File: src/logic/cache_geom_pkg.sv
/*
 * data cache geometry
 * sizes, address field widths and the line storage types shared by
 * the array, lookup, walker and controller
 */
package cache_geom_pkg;

    // 1 KiB of data, 2 ways of 2-word blocks
    localparam int N_WAYS      = 2;
    localparam int BLOCK_WORDS = 2;
    localparam int N_SETS      = 64;

    localparam int SET_BITS   = $clog2(N_SETS);
    localparam int BLOCK_BITS = $clog2(BLOCK_WORDS);
    localparam int TAG_BITS   = 32 - SET_BITS - BLOCK_BITS - 2;

    // everything from here up goes straight to memory
    localparam logic [31:0] NONCACHE_START = 32'h8000_0000;

    typedef logic [TAG_BITS-1:0]        tag_t;
    typedef logic [SET_BITS-1:0]        set_idx_t;
    typedef logic [BLOCK_BITS-1:0]      word_sel_t;
    typedef logic [$clog2(N_WAYS)-1:0]  way_t;

    typedef struct packed {
        logic valid;
        logic dirty;
        tag_t tag;
    } line_meta_t;

    typedef logic [BLOCK_WORDS-1:0][31:0] line_data_t;

    // one write into the line store, mask bit set means the data bit is written
    typedef struct packed {
        logic       en;
        set_idx_t   set;
        way_t       way;
        line_meta_t meta;
        line_data_t data;
        line_data_t mask;
    } line_write_t;

endpackage

File: src/logic/way_lookup.sv
/*
 * tag compare and NRU replacement
 * finds the hit way of the selected set and keeps one last-used
 * bit per set to pick the victim
 */
`timescale 1ns/1ps

module way_lookup (
    input  logic                                                  CLK,
    input  logic                                                  nRST,
    input  cache_geom_pkg::set_idx_t                              set,
    input  cache_geom_pkg::tag_t                                  tag,
    input  cache_geom_pkg::line_meta_t [cache_geom_pkg::N_WAYS-1:0] meta,
    input  logic                                                  touch,
    output logic                                                  hit,
    output cache_geom_pkg::way_t                                  hit_way,
    output cache_geom_pkg::way_t                                  victim_way
);
    import cache_geom_pkg::*;

    way_t [N_SETS-1:0] last_used_q;

    // compare against the valid ways only
    always_comb begin
        hit     = 1'b0;
        hit_way = '0;
        for (int w = 0; w < N_WAYS; w++) begin
            if (meta[w].valid && meta[w].tag == tag) begin
                hit     = 1'b1;
                hit_way = way_t'(w);
            end
        end
    end

    // two ways, so the victim is simply the other one
    assign victim_way = ~last_used_q[set];

    // on a fill there is no hit yet and the filled way is the victim
    always_ff @(posedge CLK, negedge nRST) begin
        if (!nRST) begin
            last_used_q <= '0;
        end else if (touch) begin
            last_used_q[set] <= hit ? hit_way : victim_way;
        end
    end

endmodule

File: config.mk
export PLATFORM = sky130hd
export DESIGN_NAME = way_lookup
export DESIGN_NICKNAME = d
export VERILOG_FILES = /design/src/logic/cache_geom_pkg.sv /design/src/logic/way_lookup.sv
export SDC_FILE = /design/constraint.sdc
export NUM_CORES = 1
export LEC_CHECK = 0
export BUFFER_PORTS_ARGS = -buffer_cell sky130_fd_sc_hd__buf_2
export CORE_AREA = 10 10 114 116
export DETAILED_ROUTE_END_ITERATION = 10
export DIE_AREA = 0 0 124 126
export PLACE_DENSITY = 0.7
export SYNTH_ARGS = -nofsm -noshare
export SYNTH_HDL_FRONTEND = slang
export SYNTH_SLANG_ARGS = --single-unit
File: constraint.sdc
create_clock -name CLK -period 4.3 [get_ports CLK]
set_input_delay 0.645 -clock CLK [delete_from_list [all_inputs] [get_ports CLK]]
set_output_delay 0.645 -clock CLK [all_outputs]
set_load 0.005 [all_outputs]
---- After elaboration in Yosys (flattened, before gate mapping) ----
Index checks and enable logic that the tools add are counted.
storage, ports and cells
  input bits .............................. 82
  flip-flop bits (word level) ............. 64
  logic and storage cells ................. 81
  output and inout port bits .............. 3
operators by class
  multiplexer cells ....................... 9
  magnitude comparators ................... 2
  bitwise logic cells ..................... 1
  reductions and logical operators ........ 3
  equal/unequal tests ..................... 2
operators by type and width
  kind                  count
  $bwmux W64            1
  $eq A23 B23 Y1        2
  $lt A6 B7 Y1 const B  1
  $bmux W1 S6           1
  $demux W1 S6          1
  $ge A6 B1 Y1 const B  1
  $mux W1               6
  $logic_and A1 B1 Y1   3
  $not A1 Y1            1

---- Depth between registers and ports, before layout ----
  depth in word-level cells ............... 6
  mapped depth ............................ 11
  gate-level depth less buffers ........... 6

---- Worst setup path before layout ----
OpenSTA, ideal clock, no wires.
  path kind ............................... input -> output
  start point ............................. in set[2]
  end point ............................... out victim_way
  required time ........................... 3,655 ps
  stages on the path ...................... 11
  path slack .............................. 1,440 ps
  data arrival time ....................... 2,215 ps
  path through ............................ buf_6 buf_12 buf_8 nand2_1 nor3_1 o41ai_2 o211ai_1 and4bb_4 buf_12 buf_12 inv_2
between the ends
  cells in the longest elaborated chain, start to end .. 3
RTL lines
  item                           line              source
  start: declaration             way_lookup.sv:11  input cache_geom_pkg::set_idx_t set,
  $bmux W1 S6                    way_lookup.sv:36  assign victim_way = ~last_used_q[set];
  $mux W1 (not written as such)  way_lookup.sv:36
  $not A1 Y1                     way_lookup.sv:36
  end: declaration               way_lookup.sv:17  output cache_geom_pkg::way_t victim_way
Every way passes these cells. The select of a mux whose other input is x is not followed.

---- Worst setup path after layout ----
Same ends and word-level chain as after synthesis.

==> impl_metrics.ini <==
[grt]
track_usage_pct = 16.10
met1_usage_pct = 20.15
met2_usage_pct = 25.41
grt_pass1_wl_um = 20430
grt-ovfl-total = 0
top_usage_layer = met2
antenna_found_initial = 0
grtUsageMet3_pct = 5.675
grt_max_degree = 65
grt_pass1_vias = 4004

[clock_network]
clkSlewWorstSetupHoldPaths_ns = 0.06
cts_buffer_depth = 2
cts_setup_buffers = 0
ctsHtreeMaxLevel = 3
cts_buffers = 9
cts_resized = 0
cts_tree = built
clkLatencyLatePin_ns = 0.35
ctsRootBufferMaster = clkbuf_8
clock_sinks = 64
holdBufCountCts = 0

[worst_setup_path]
cp-startpoint = set[2]
cp_max_fo = 34
regToRegSetupSlack_ns = 1.81
startpoint_type = primary input
critPathArrivalTime_ns = 2.77
crit_end = victim_way
r2r-start = last_used_q[18]
cp.required_ns = 3.65
worstSetupPathType = primary input to primary output
reg2reg_to = last_used_q[51]
r2r_cells = 7
cp-end-kind = primary output

[layout]
n_antenna_cell = 0
regMostFlops = last_used_q
drive_gt1_share_pct = 32.56
fin_area_um2 = 5290
area_delta_synth_final_pct = 12.09
reg.largest.list = last_used_q x64
fin_nets = 593
largest_reg_flops = 64
nFillCells = 989

[yosys]
postSynthAreaPerCell_um2 = 10.61
yosys-top-cells-area = dfrtp_1 (34%), mux2i_1 (17%), o31ai_2 (13%)
synthArstFlopShare_pct = 100.0
synth_most_common_cell = mux2i_1
yosys_most_used_dff = dfrtp_1
synth-edff-count = 0
ys_seq_area_share_pct = 33.93
yosysUniqueCellTypes = 53
ys_ff_latch = 64
synthTopCellsByCount = mux2i_1 (80), nand2_1 (69), dfrtp_1 (64)
ys_warn_count = 0
yosysTopAreaCell = dfrtp_1
syn_inst = 445
syn-num-nets = 527
yosysTopAreaCellShare_pct = 33.93
syn_area_um2 = 4720

[power]
p_per_area_nw_per_um2 = 320.4
ir_drop_mv = 0.2343
power_leakage_nw = 2.665

[detailed_routing]
num_vias = 3722
final_antenna_net_count = 0
finalWirelength_um = 12430
drt-wirelength-per-cell_um = 18.95
firstDrtPassIters = 4
drtIter0Drc = 302
drc = 0
via_per_inst = 5.674

[timing]
fmax_mhz = 293.2
finalSetupViolCount = 0
rsz0062_at_grt = false
finClkSkew_ns = 0.006367
fin_setup_tns_ns = 0
worst_pin_slew_ns = 1.164
relSlewSlack_pct = 22.37
finalCritPeriodShare_pct = 79.33
finalHoldViolations = 0
period_minus_slack_ns = 3.411
final_max_slew_viol_count = 0

[floorplan]
initial_core_util_pct = 44.12
core_um2 = 10700
die_x_um = 124
die-area_um2 = 15620
ios = 85
row_count = 38
die_h_um = 126

[place]
gp_congestion = 0.7989
placed_area_um2 = 5091
numPortBuffers = 82
hpwl_um = 8476

[status]
status = completed

[min_path]
hp-class = register to register

[run]
drv_cap = 0
[report_power, final]
| group | switching [mW] | internal (mW) | leakage, nW |
|---|---|---|---|
| logic | 0.220 | 0.190 | 1.71 |
| clock network | 0.232 | 0.298 | 0.103 |
| registers | 0.0534 | 0.701 | 0.851 |
[worst max-delay path, stage by stage]
cell and delay (ns):
buf_2 0.68, mux2_2 0.30, o22ai_1 0.08, o41ai_2 0.35
o211ai_1 0.15, and4bb_4 0.40, inv_2 0.03, buf_2 0.12
[through the flow]
stage               worst slack (ns)  utilization [%]  hold WS [ns]  total power [mW]  std cells
finish                        0.8889            49.45        0.5002             1.695        656
global route                  0.6967            49.45        0.5218             1.790        656
CTS                           0.9012            49.45        0.5039             1.712        656
detailed placement            0.7260            47.59        0.4874             1.179        640
global placement              0.7831            47.59        0.4763             1.156        640
floorplan                      1.440                -        0.3494             1.084        445
[logic make-up (layout without fill, tap and decap cells)]
group | after synthesis | after routing | synth area share (%)
buffers and inverters | 38 | 109 | 6.256
DFF | 64 | 64 | 33.93
xor gates and xnor gates | 46 | 46 | 8.537
and+or+nand+nor | 121 | 121 | 12.62
muxes | 85 | 85 | 18.64
AOI/OAI and AO/OA | 91 | 91 | 20.02
[cell usage in the layout, fill, tap and decap left out, drive strengths merged, types with 2 or more instances in the layout]
master / n
a22oi: 4
and3b: 2
nor3b: 4
a21boi: 2
nor4: 8
nor3: 8
o22ai: 2
nand4: 6
o221ai: 4
nor2b: 2
mux4: 2
o31ai: 65
o21a: 2
nand2b: 5
xor2: 32
xnor2: 14
clkbuf: 13
mux2i: 80
buf: 90
nand2: 69
mux2: 3
inv: 3
or2: 2
clkinv: 2
nor2: 9
dfrtp: 64
a22o: 2
[per-layer routing]
layer  wire [µm]  vias to the layer above
met5           0                        -
met4         240                        0
met3         977                       18
met2        6030                      120
met1        5186                     1808
li1            -                     1776
[final cells by class]
cell class / count / area [µm²] / share of cell area, %
clock buffers: 13 / 158.9 / 3.004
clock inverters: 3 / 40.04 / 0.7569
inverters: 3 / 11.26 / 0.2129
multi-input cells: 343 / 2833 / 53.55
flip-flops and latches: 64 / 1602 / 30.27
well taps: 140 / 175.2 / 3.311
repair buffers: 90 / 470.5 / 8.893
[worst min-delay path by stage]
| stage | startpoint | endpoint | slack [ns] | depth (start not counted) |
|---|---|---|---|---|
| 2_1_floorplan | nRST | last_used_q[0] | 0.35 | 0 |
| 3_3_place_gp | last_used_q[57] | last_used_q[57] | 0.48 | 2 |
| 3_5_place_dp | last_used_q[52] | last_used_q[52] | 0.49 | 2 |
| 4_1_cts | last_used_q[52] | last_used_q[52] | 0.50 | 2 |
| 5_1_grt | last_used_q[55] | last_used_q[55] | 0.52 | 2 |
| 6_report | last_used_q[56] | last_used_q[56] | 0.50 | 2 |
Power figures use the tool's default switching activity.
