`src/logic/cache_geom_pkg.sv`:
```
/*
 * data cache geometry
 * sizes, address field widths and the line storage types shared by
 * the array, lookup, walker and controller
 */
package cache_geom_pkg;

    // 1 KiB of data, 2 ways of 2-word blocks
    localparam int N_WAYS      = 2;
    localparam int BLOCK_WORDS = 2;
    localparam int N_SETS      = 64;

    localparam int SET_BITS   = $clog2(N_SETS);
    localparam int BLOCK_BITS = $clog2(BLOCK_WORDS);
    localparam int TAG_BITS   = 32 - SET_BITS - BLOCK_BITS - 2;

    // everything from here up goes straight to memory
    localparam logic [31:0] NONCACHE_START = 32'h8000_0000;

    typedef logic [TAG_BITS-1:0]        tag_t;
    typedef logic [SET_BITS-1:0]        set_idx_t;
    typedef logic [BLOCK_BITS-1:0]      word_sel_t;
    typedef logic [$clog2(N_WAYS)-1:0]  way_t;

    typedef struct packed {
        logic valid;
        logic dirty;
        tag_t tag;
    } line_meta_t;

    typedef logic [BLOCK_WORDS-1:0][31:0] line_data_t;

    // one write into the line store, mask bit set means the data bit is written
    typedef struct packed {
        logic       en;
        set_idx_t   set;
        way_t       way;
        line_meta_t meta;
        line_data_t data;
        line_data_t mask;
    } line_write_t;

endpackage

```
`src/logic/flush_walker.sv`:
```
/*
 * set/way walker
 * steps through every way of every set for the reset invalidation
 * and for a flush, then holds done
 */
`timescale 1ns/1ps

module flush_walker (
    input  logic                     CLK,
    input  logic                     nRST,
    input  logic                     start,
    input  logic                     step,
    output cache_geom_pkg::set_idx_t set,
    output cache_geom_pkg::way_t     way,
    output logic                     done
);
    import cache_geom_pkg::*;

    // way in the low bits so both ways of a set come back to back
    typedef struct packed {
        set_idx_t set;
        way_t     way;
    } walk_pos_t;

    walk_pos_t pos_q;
    logic      done_q;

    always_ff @(posedge CLK, negedge nRST) begin
        if (!nRST) begin
            pos_q  <= '0;
            done_q <= 1'b0;
        end else if (start) begin
            pos_q  <= '0;
            done_q <= 1'b0;
        end else if (step && !done_q) begin
            if (pos_q == '1) begin
                done_q <= 1'b1;
            end
            // wraps back to set 0 way 0 after the last position
            pos_q <= walk_pos_t'(pos_q + 1'b1);
        end
    end

    assign set  = pos_q.set;
    assign way  = pos_q.way;
    assign done = done_q;

endmodule

```
`config.mk`:
```
export PLATFORM = sky130hd
export DESIGN_NAME = flush_walker
export DESIGN_NICKNAME = d
export VERILOG_FILES = /design/src/logic/cache_geom_pkg.sv /design/src/logic/flush_walker.sv
export SDC_FILE = /design/constraint.sdc
export NUM_CORES = 1
export LEC_CHECK = 0
export BUFFER_PORTS_ARGS = -buffer_cell sky130_fd_sc_hd__buf_2
export CORE_AREA = 2 2 39 41
export CTS_CLUSTER_SIZE = 12
export DETAILED_ROUTE_END_ITERATION = 6
export DIE_AREA = 0 0 41 43
export GPL_TIMING_DRIVEN = 0
export SYNTH_ARGS = -nofsm -noshare
export SYNTH_HDL_FRONTEND = slang
export SYNTH_SLANG_ARGS = --single-unit
```
`constraint.sdc`:
```
create_clock -name CLK -period 2.6 [get_ports CLK]
set_input_delay 0.52 -clock CLK [delete_from_list [all_inputs] [get_ports CLK]]
set_output_delay 0.52 -clock CLK [all_outputs]
set_load 0.02 [all_outputs]
```
Word level (Yosys, flattened, before mapping)
Index checks and enable logic that the tools add are counted.
- add/sub/neg operators: 1
- eq/ne operators: 1
- mux-type cells: 5
- reduce and logical (&&, ||, !) cells: 5
- operators with widths (operator ; number):
    2-to-1 mux 7 bit ; 2
    adder 7 x 1 -> 7 bit, second input constant ; 1
    equality test 7 bit, second input constant ; 1
    nonzero test 2 bit ; 2
    2-to-1 mux 1 bit ; 3
    AND reduction 2 bit ; 1
    logical AND 1 bit ; 1
    logical NOT 1 bit ; 1
- register bits after elaboration: 8
- word-level logic and storage cells: 15

Longest topological paths before layout
Gate-level depths: netlist of run 1.
- depth after elaboration: 4
- mapped depth: 4
- depth with buffers taken out: 4

Worst setup path after synthesis of run 1
No wires, ideal clock.
- path kind: register to register
- start point: register pos_q, in the netlist way
- end point: register pos_q, in the netlist set[3]
- data arrival time: 1.220 ns
- setup slack: 1.260 ns
- cell stages (with the launch flop): 5
- path buffers: 0
- clock period less this slack: 1.340 ns
- cell sequence: dfrtp_1 -> ha_1 -> and4b_2 -> a21oi_1 -> a31o_2
- word-level cells in the longest chain between the ends: 3
- ends and longest elaborated chain (what ; RTL line ; RTL):
    start: declaration ; flush_walker.sv:25 ; walk_pos_t pos_q;
    start signal: assignment ; flush_walker.sv:40 ; pos_q <= walk_pos_t'(pos_q + 1'b1);
    adder 7 x 1 -> 7 bit ; flush_walker.sv:40 ;
    2-to-1 mux 7 bit ; flush_walker.sv:35 ; end else if (step && !done_q) begin
    2-to-1 mux 7 bit ; flush_walker.sv:32 ; end else if (start) begin
Every way passes these cells. The select of a mux whose other input is x is not followed.
A chain may end at the register's enable or synchronous reset.

Worst setup path in the final report of run 1
- start point: register pos_q, in the netlist set[2]
- end point: output port set[2]
- RTL lines (what ; RTL line ; RTL):
    end: declaration ; flush_walker.sv:13 ; output cache_geom_pkg::set_idx_t set,
No word-level cell between the ends.

==> results of run 1 <==
-- where the power goes --
group | internal (W) | leakage, nW | total [W] | switching, W
logic | 0.00000956 | 0.124 | 0.0000249 | 0.0000154
registers | 0.000128 | 0.110 | 0.000131 | 0.00000344
clock network | 0.0000528 | 0.0138 | 0.0000951 | 0.0000423
-- cells in the mapped netlist --
cell      n  share of area (%)
xor2_1    1                2.1
nand3b_1  1                1.8
nand2b_4  1                3.4
ha_1      1                3.1
or3_1     1                1.5
nand2_1   3                2.8
nor2_1    5                4.6
nand3_1   1                1.2
nor4_1    1                1.5
a21oi_1   4                4.9
and2b_2   1                2.1
and3_1    1                1.5
buf_1     1               0.92
a31o_2    2                4.3
o21ba_2   1                2.4
dfrtp_1   8                 49
o31a_1    1                2.1
a31oi_1   1                1.5
nand2b_1  2                3.1
and4b_2   1                2.8
xnor2_1   1                2.1
o21ai_0   1                1.2
-- cell families (layout without fill, tap and decap cells) --
family	count (synthesis)	count (layout)	share of synthesized area, %
buffers and inverters	1	14	0.917
AO/OA/AOI/OAI	10	10	16.5
adder cells (fa/ha/maj)	1	1	3.06
flip-flops	8	8	48.9
XOR/XNOR	2	2	4.28
AND/OR/NAND/NOR	18	18	26.3
-- sequential cells by signal (all words and copies together) (netlist names) --
signal	cells
done	1
way	1
set	6
-- worst max path at each step --
| stage | start | to | slack [ns] | cells after the start |
|---|---|---|---|---|
| 5_1_grt | set[2]$_DFFE_PN0P_ | set[2] | 1.16 | 1 |
| 2_1_floorplan | way$_DFFE_PN0P_ | set[3]$_DFFE_PN0P_ | 1.26 | 4 |
| 3_5_place_dp | start | set[3]$_DFFE_PN0P_ | 1.22 | 4 |
| 3_3_place_gp | start | set[3]$_DFFE_PN0P_ | 1.25 | 4 |
| 6_report | set[2]$_DFFE_PN0P_ | set[2] | 1.22 | 1 |
| 4_1_cts | set[2]$_DFFE_PN0P_ | set[2] | 1.20 | 1 |
-- stage by stage --
step | util (%) | std cells | setup WS, ns
CTS | 36.3 | 69 | 1.20
global route | 36.3 | 69 | 1.16
finish | 36.3 | 69 | 1.22
detailed placement | 34.6 | 66 | 1.22
floorplan | - | 40 | 1.26
global placement | 34.6 | 66 | 1.25
-- cell type report --
class | instances | area [sq um]
fill | 155 | 882
buffer | 1 | 3.75
tap | 16 | 20.0
multi-input combinational | 31 | 205
clock buffer | 3 | 22.5
sequential | 8 | 200
timing repair buffer | 10 | 50.0
-- layer usage --
metal	global-route usage [%]	wire length, microns	up-vias
met5	0	0	-
met4	8.00	0	0
met3	1.57	24	0
met2	17.8	450	7
met1	12.2	361	163
li1	-	-	171
==> implementation parameters, run 1 <==
Parameter                              Value

Cells and area
  Fraction of layout instances using a drive strength above 1 ... 35.8%
  Most used cells in the layout excluding fill and tap cells ... 10 x buf_2, 8 x dfrtp_1, 5 x nor2_1
  Final std cell area, no fill ... 502 sq um
  Synth-to-Final Area Change ... 22.6%
  ANT cells ... 0
  Commonest non-fill, non-tap cell in the layout ... buf_2
  Net count, final ... 60

Clocking
  Hold_buf cts ... 0
  Cts repair resizes ... 0
  Buffer count from post-CTS setup fixing ... 0
  Root buf cell ... clkbuf_4
  CTS sink count ... 8
  Number of H-tree branching levels ... 1
  Clock-pin transition on the worst setup and hold timing paths ... 0.06 ns
  CTS tree ... done
  Insertion delay to the later sink of the worst-skew pair ... 0.25 ns
  Number of CTS-inserted buffers ... 3
  Maximum root-to-sink buffer count ... 2

Logic synthesis
  Post-synthesis register bit count ... 8
  Avg Synthesized Cell Area ... 10.2 sq um
  Mapped Cells ... 40
  Mapped Nets ... 45
  Yosys warning total ... 0
  Cell area after technology mapping ... 409 sq um
  Number of distinct library cell variants in the gate-level netlist after synthesis ... 22
  Register area share after synthesis ... 48.9%

Critical path
  Maximum fanout encountered on the critical timing path ... 7
  Worst Setup End Kind ... output port
  Worst endpoint data arrival time ... 0.86 ns
  Worst Path Required ... 2.08 ns
  Critical path's slowest cell ... dfrtp_1
  Ordered list of cells on the worst path ... buf_2
  Total buffers and inverters traversed by the critical path ... 1
  Worst reg-to-reg path cell count ... 4
  Worst Setup Start Kind ... flop
  Capture point of the worst reg-to-reg path ... set[3]$_DFFE_PN0P_
  RR Startpoint ... way$_DFFE_PN0P_
  Start-to-end type of the worst setup path ... flop to output port
  Kind of cell adding the most delay to the critical path ... flip-flops
  Peak per-stage delay on the critical path ... 0.42 ns
  Register-to-register path setup slack ... 1.31 ns

STA
  Final worst hold slack ... 0.106 ns
  Number of pins exceeding their max-slew limit in the final report ... 0
  Total count of hold-check failures in the final report ... 0
  Final setup vio count ... 0
  Fmax ... 723 MHz
  Time the final worst path needs with I/O delays and setup ... 1.38 ns
  Worst max-slew margin expressed relative to the limit ... 74.9%
  Setup repair after global routing missed its margin ... false
  Post-route clock skew ... 0.00533 ns
  Worst Max-Slew Pin Slew ... 0.377 ns
  Sum of negative setup slack ... 0 ns
  Share of the clock period used by the worst path ... 53.2%

Power
  Worst voltage drop across the vdd grid ... 0.000157 V
  Power per cell area ... 500 mW/mm^2
  Standby leakage power ... 0.248 nW
  Power Total ... 0.000251 W

Place
  DP Area ... 479 sq um
  # port buffers ... 10
  Placer Congestion ... 0.708
  DP Wirelength ... 628 microns

Detailed routing
  Number of nets with antenna violations after routing ... 0
  DRC marker count from the first detailed-route iteration ... 6
  Wire length after detailed routing ... 836 microns
  Vias per cell ... 4.94
  DRC violations left ... 0
  Via Count ... 341
  Drt wl/cell ... 12.1 microns
  Iteration count of the initial detailed-routing pass ... 4

Global route
  Wire length of the first global-routing pass ... 1280 microns
  Largest net degree at the start of global routing ... 11
  Total track usage ... 11.0%
  Number of antenna violations at the first check in global routing ... 0
  Total congestion overflow after global routing ... 0
  Via count of the first global-routing pass ... 319

Die
  Number of core rows ... 14
  Die width ... 41 microns
  Ports ... 12
  Effective utilization at floorplan ... 29.6%
  Y dimension of the die ... 43 microns
  Core area ... 0.00138 sq mm
  Full die area ... 0.00176 sq mm

Job
  Max Cap Viol ... 0

Worst hold path
  Class of the tightest hold or removal check ... primary input to async pin

Outcome
  Outcome ... finished, final reports clean
(Power assumes the default switching activity.)
==> inputs of run 2 (changes only) <==
clock period = 1.3 ns   (was 2.6 ns; I/O delays follow)
==> run 2 against run 1 <==
Compared with the run above:
- flip-flop and latch count is the same
- non-clock buffer count grew 1
- via count grew 0.59%
- sequential power grew 100%
- highest routed layer is now met4
- routed wire length shrank 0.36%
- critical endpoint is now set[3]$_DFFE_PN0P_
==> implementation parameters, run 2 (synthesized netlist as in run 1, its figures left out) <==
Parameter                              Value

Cells and area
  Fraction of layout instances using a drive strength above 1 ... 40.0%
  Most used cells in the layout excluding fill and tap cells ... 10 x buf_2, 6 x dfrtp_1, 5 x nor2_1
  Net count, final ... 61
  Max FFs per register ... 6
  Synth-to-Final Area Change ... 29.7%
  # fillers ... 148
  Commonest non-fill, non-tap cell in the layout ... buf_2
  Non-filler cells in the finished layout ... 71
  Final std cell area, no fill ... 531 sq um
  ANT cells ... 0

Critical path
  Kind of cell adding the most delay to the critical path ... flip-flops
  Capture point of the worst reg-to-reg path ... set[3]$_DFFE_PN0P_
  Worst Path Required ... 1.45 ns
  Total buffers and inverters traversed by the critical path ... 0
  Number of gates on the worst path with buffers counted ... 4
  Peak per-stage delay on the critical path ... 0.41 ns
  Register-to-register path setup slack ... 0.07 ns
  Start-to-end type of the worst setup path ... flop to flop
  Worst endpoint data arrival time ... 1.37 ns
  Worst reg-to-reg path cell count ... 4
  Maximum fanout encountered on the critical timing path ... 5
  Ordered list of cells on the worst path ... ha_4, and4b_2, a21oi_1, a31o_2
  RR Startpoint ... set[0]$_DFFE_PN0P_
  Worst Setup Start Kind ... flop
  Worst Setup End Kind ... flop
  Critical path's slowest cell ... dfrtp_2

Detailed routing
  Wire length after detailed routing ... 833 microns
  Number of nets with antenna violations after routing ... 0
  DRC marker count from the first detailed-route iteration ... 2
  Drt wl/cell ... 11.7 microns
  Vias per cell ... 4.83
  Via Count ... 343
  DRC violations left ... 0
  Iteration count of the initial detailed-routing pass ... 2

Place
  # port buffers ... 10
  DP Area ... 482 sq um
  Instance count after placement with tap cells included ... 66
  DP Wirelength ... 587 microns
  Placer Congestion ... 0.695

Power
  Power Total ... 0.000538 W
  Worst voltage drop across the vdd grid ... 0.000410 V
  Power per cell area ... 1010 mW/mm^2
  Standby leakage power ... 0.248 nW

STA
  Fmax ... 816 MHz
  Share of the clock period used by the worst path ... 94.3%
  Worst max-slew margin expressed relative to the limit ... 74.1%
  Number of pins exceeding their max-slew limit in the final report ... 0
  Time the final worst path needs with I/O delays and setup ... 1.23 ns
  Final worst hold slack ... 0.352 ns
  Post-route clock skew ... 0.00754 ns
  Final setup vio count ... 0
  Worst Max-Slew Pin Slew ... 0.389 ns
  Total count of hold-check failures in the final report ... 0

Job
  Max Cap Viol ... 0

Die
  Die width ... 41 microns
  Ports ... 12
  Effective utilization at floorplan ... 29.6%
  Full die area ... 0.00176 sq mm
  Y dimension of the die ... 43 microns
  Core area ... 0.00138 sq mm
  Number of core rows ... 14

Clocking
  Clock-pin transition on the worst setup and hold timing paths ... 0.07 ns
  Buffer count from post-CTS setup fixing ... 0
  Number of H-tree branching levels ... 1
  Insertion delay to the later sink of the worst-skew pair ... 0.26 ns
  CTS tree ... done
  Maximum root-to-sink buffer count ... 2
  Root buf cell ... clkbuf_4
  Number of CTS-inserted buffers ... 3
  CTS sink count ... 8

Global route
  Wire length of the first global-routing pass ... 1290 microns
  Via count of the first global-routing pass ... 295
  Number of antenna violations at the first check in global routing ... 0
  Largest net degree at the start of global routing ... 11
  Total congestion overflow after global routing ... 0
  Total track usage ... 11.8%

Worst hold path
  Number of cells traversed by the worst hold path ... 4
  Endpoint with the worst hold slack ... set[0]$_DFFE_PN0P_
  Class of the tightest hold or removal check ... primary input to flop
  HP Start ... step

Outcome
  Outcome ... finished, final reports clean
-- run 2: cell count changes in the layout (fill, tap and decap cells not counted) --
cell           before  now
dlygate4sd3_1       0    1
dfrtp_2             0    2
clkbuf_1            0    1
dfrtp_1             8    6
ha_4                0    1
ha_1                1    0
-- run 2: how the worst max path moves through the flow --
| stage | start | endpoint |
|---|---|---|
| 3_3_place_gp | set[0]$_DFFE_PN0P_ | set[3]$_DFFE_PN0P_ |
| 4_1_cts | set[0]$_DFFE_PN0P_ | set[3]$_DFFE_PN0P_ |
| 6_report | set[0]$_DFFE_PN0P_ | set[3]$_DFFE_PN0P_ |
| 5_1_grt | way$_DFFE_PN0P_ | set[3]$_DFFE_PN0P_ |
| 3_5_place_dp | set[0]$_DFFE_PN0P_ | set[3]$_DFFE_PN0P_ |
| 2_1_floorplan | way$_DFFE_PN0P_ | set[3]$_DFFE_PN0P_ |
-- run 2: layout make-up --
class	count	area, sq um	share of cell area, %
buffer	1	3.75	0.708
tap	16	20.0	3.77
clock buffer	4	26.3	4.95
multi-input combinational	31	218	41.0
sequential	8	203	38.2
timing repair buffer	11	60.1	11.3
-- run 2: metrics by stage --
stage	setup TNS, ns	utilization (%)	setup slack [ns]
after global routing	-0.00363	38.3	-0.00363
after floorplan	0	-	0.0402
after global placement	0	34.8	0.0735
final	0	38.3	0.0741
after detailed placement	0	34.8	0.0687
after CTS	0	37.4	0.0480
-- run 2: what timing repair did --
action	4_1_cts	5_1_grt
hold buffers	1	0
setup endpoints to repair	0	3
gates resized for setup	0	2
hold endpoints to repair	8	0
-- run 2: worst min-delay path: cells and delay by family --
| kind | cells | cell delay, ns |
|---|---|---|
| AO/OA/AOI/OAI | 1 | 0.06 |
| buffers and inverters | 1 | 0.13 |
| AND/OR/NAND/NOR | 2 | 0.13 |
-- run 2: power breakdown --
part / switching [W] / internal, W / total [W]
Sequential: 0.00000996 / 0.000256 / 0.000266
Clock: 0.0000995 / 0.000118 / 0.000218
Combinational: 0.0000309 / 0.0000230 / 0.0000540
Total: 0.000140 / 0.000397 / 0.000538
-- run 2: routing by layer --
layer / share of wire [%] / GRT usage, % / up-vias / wire length, microns
li1: - / - / 174 / -
met1: 48 / 13.7 / 157 / 398
met2: 44 / 15.0 / 10 / 368
met3: 6.6 / 7.85 / 2 / 55
met4: 1.3 / 8.00 / 0 / 11
met5: 0 / 0 / - / 0
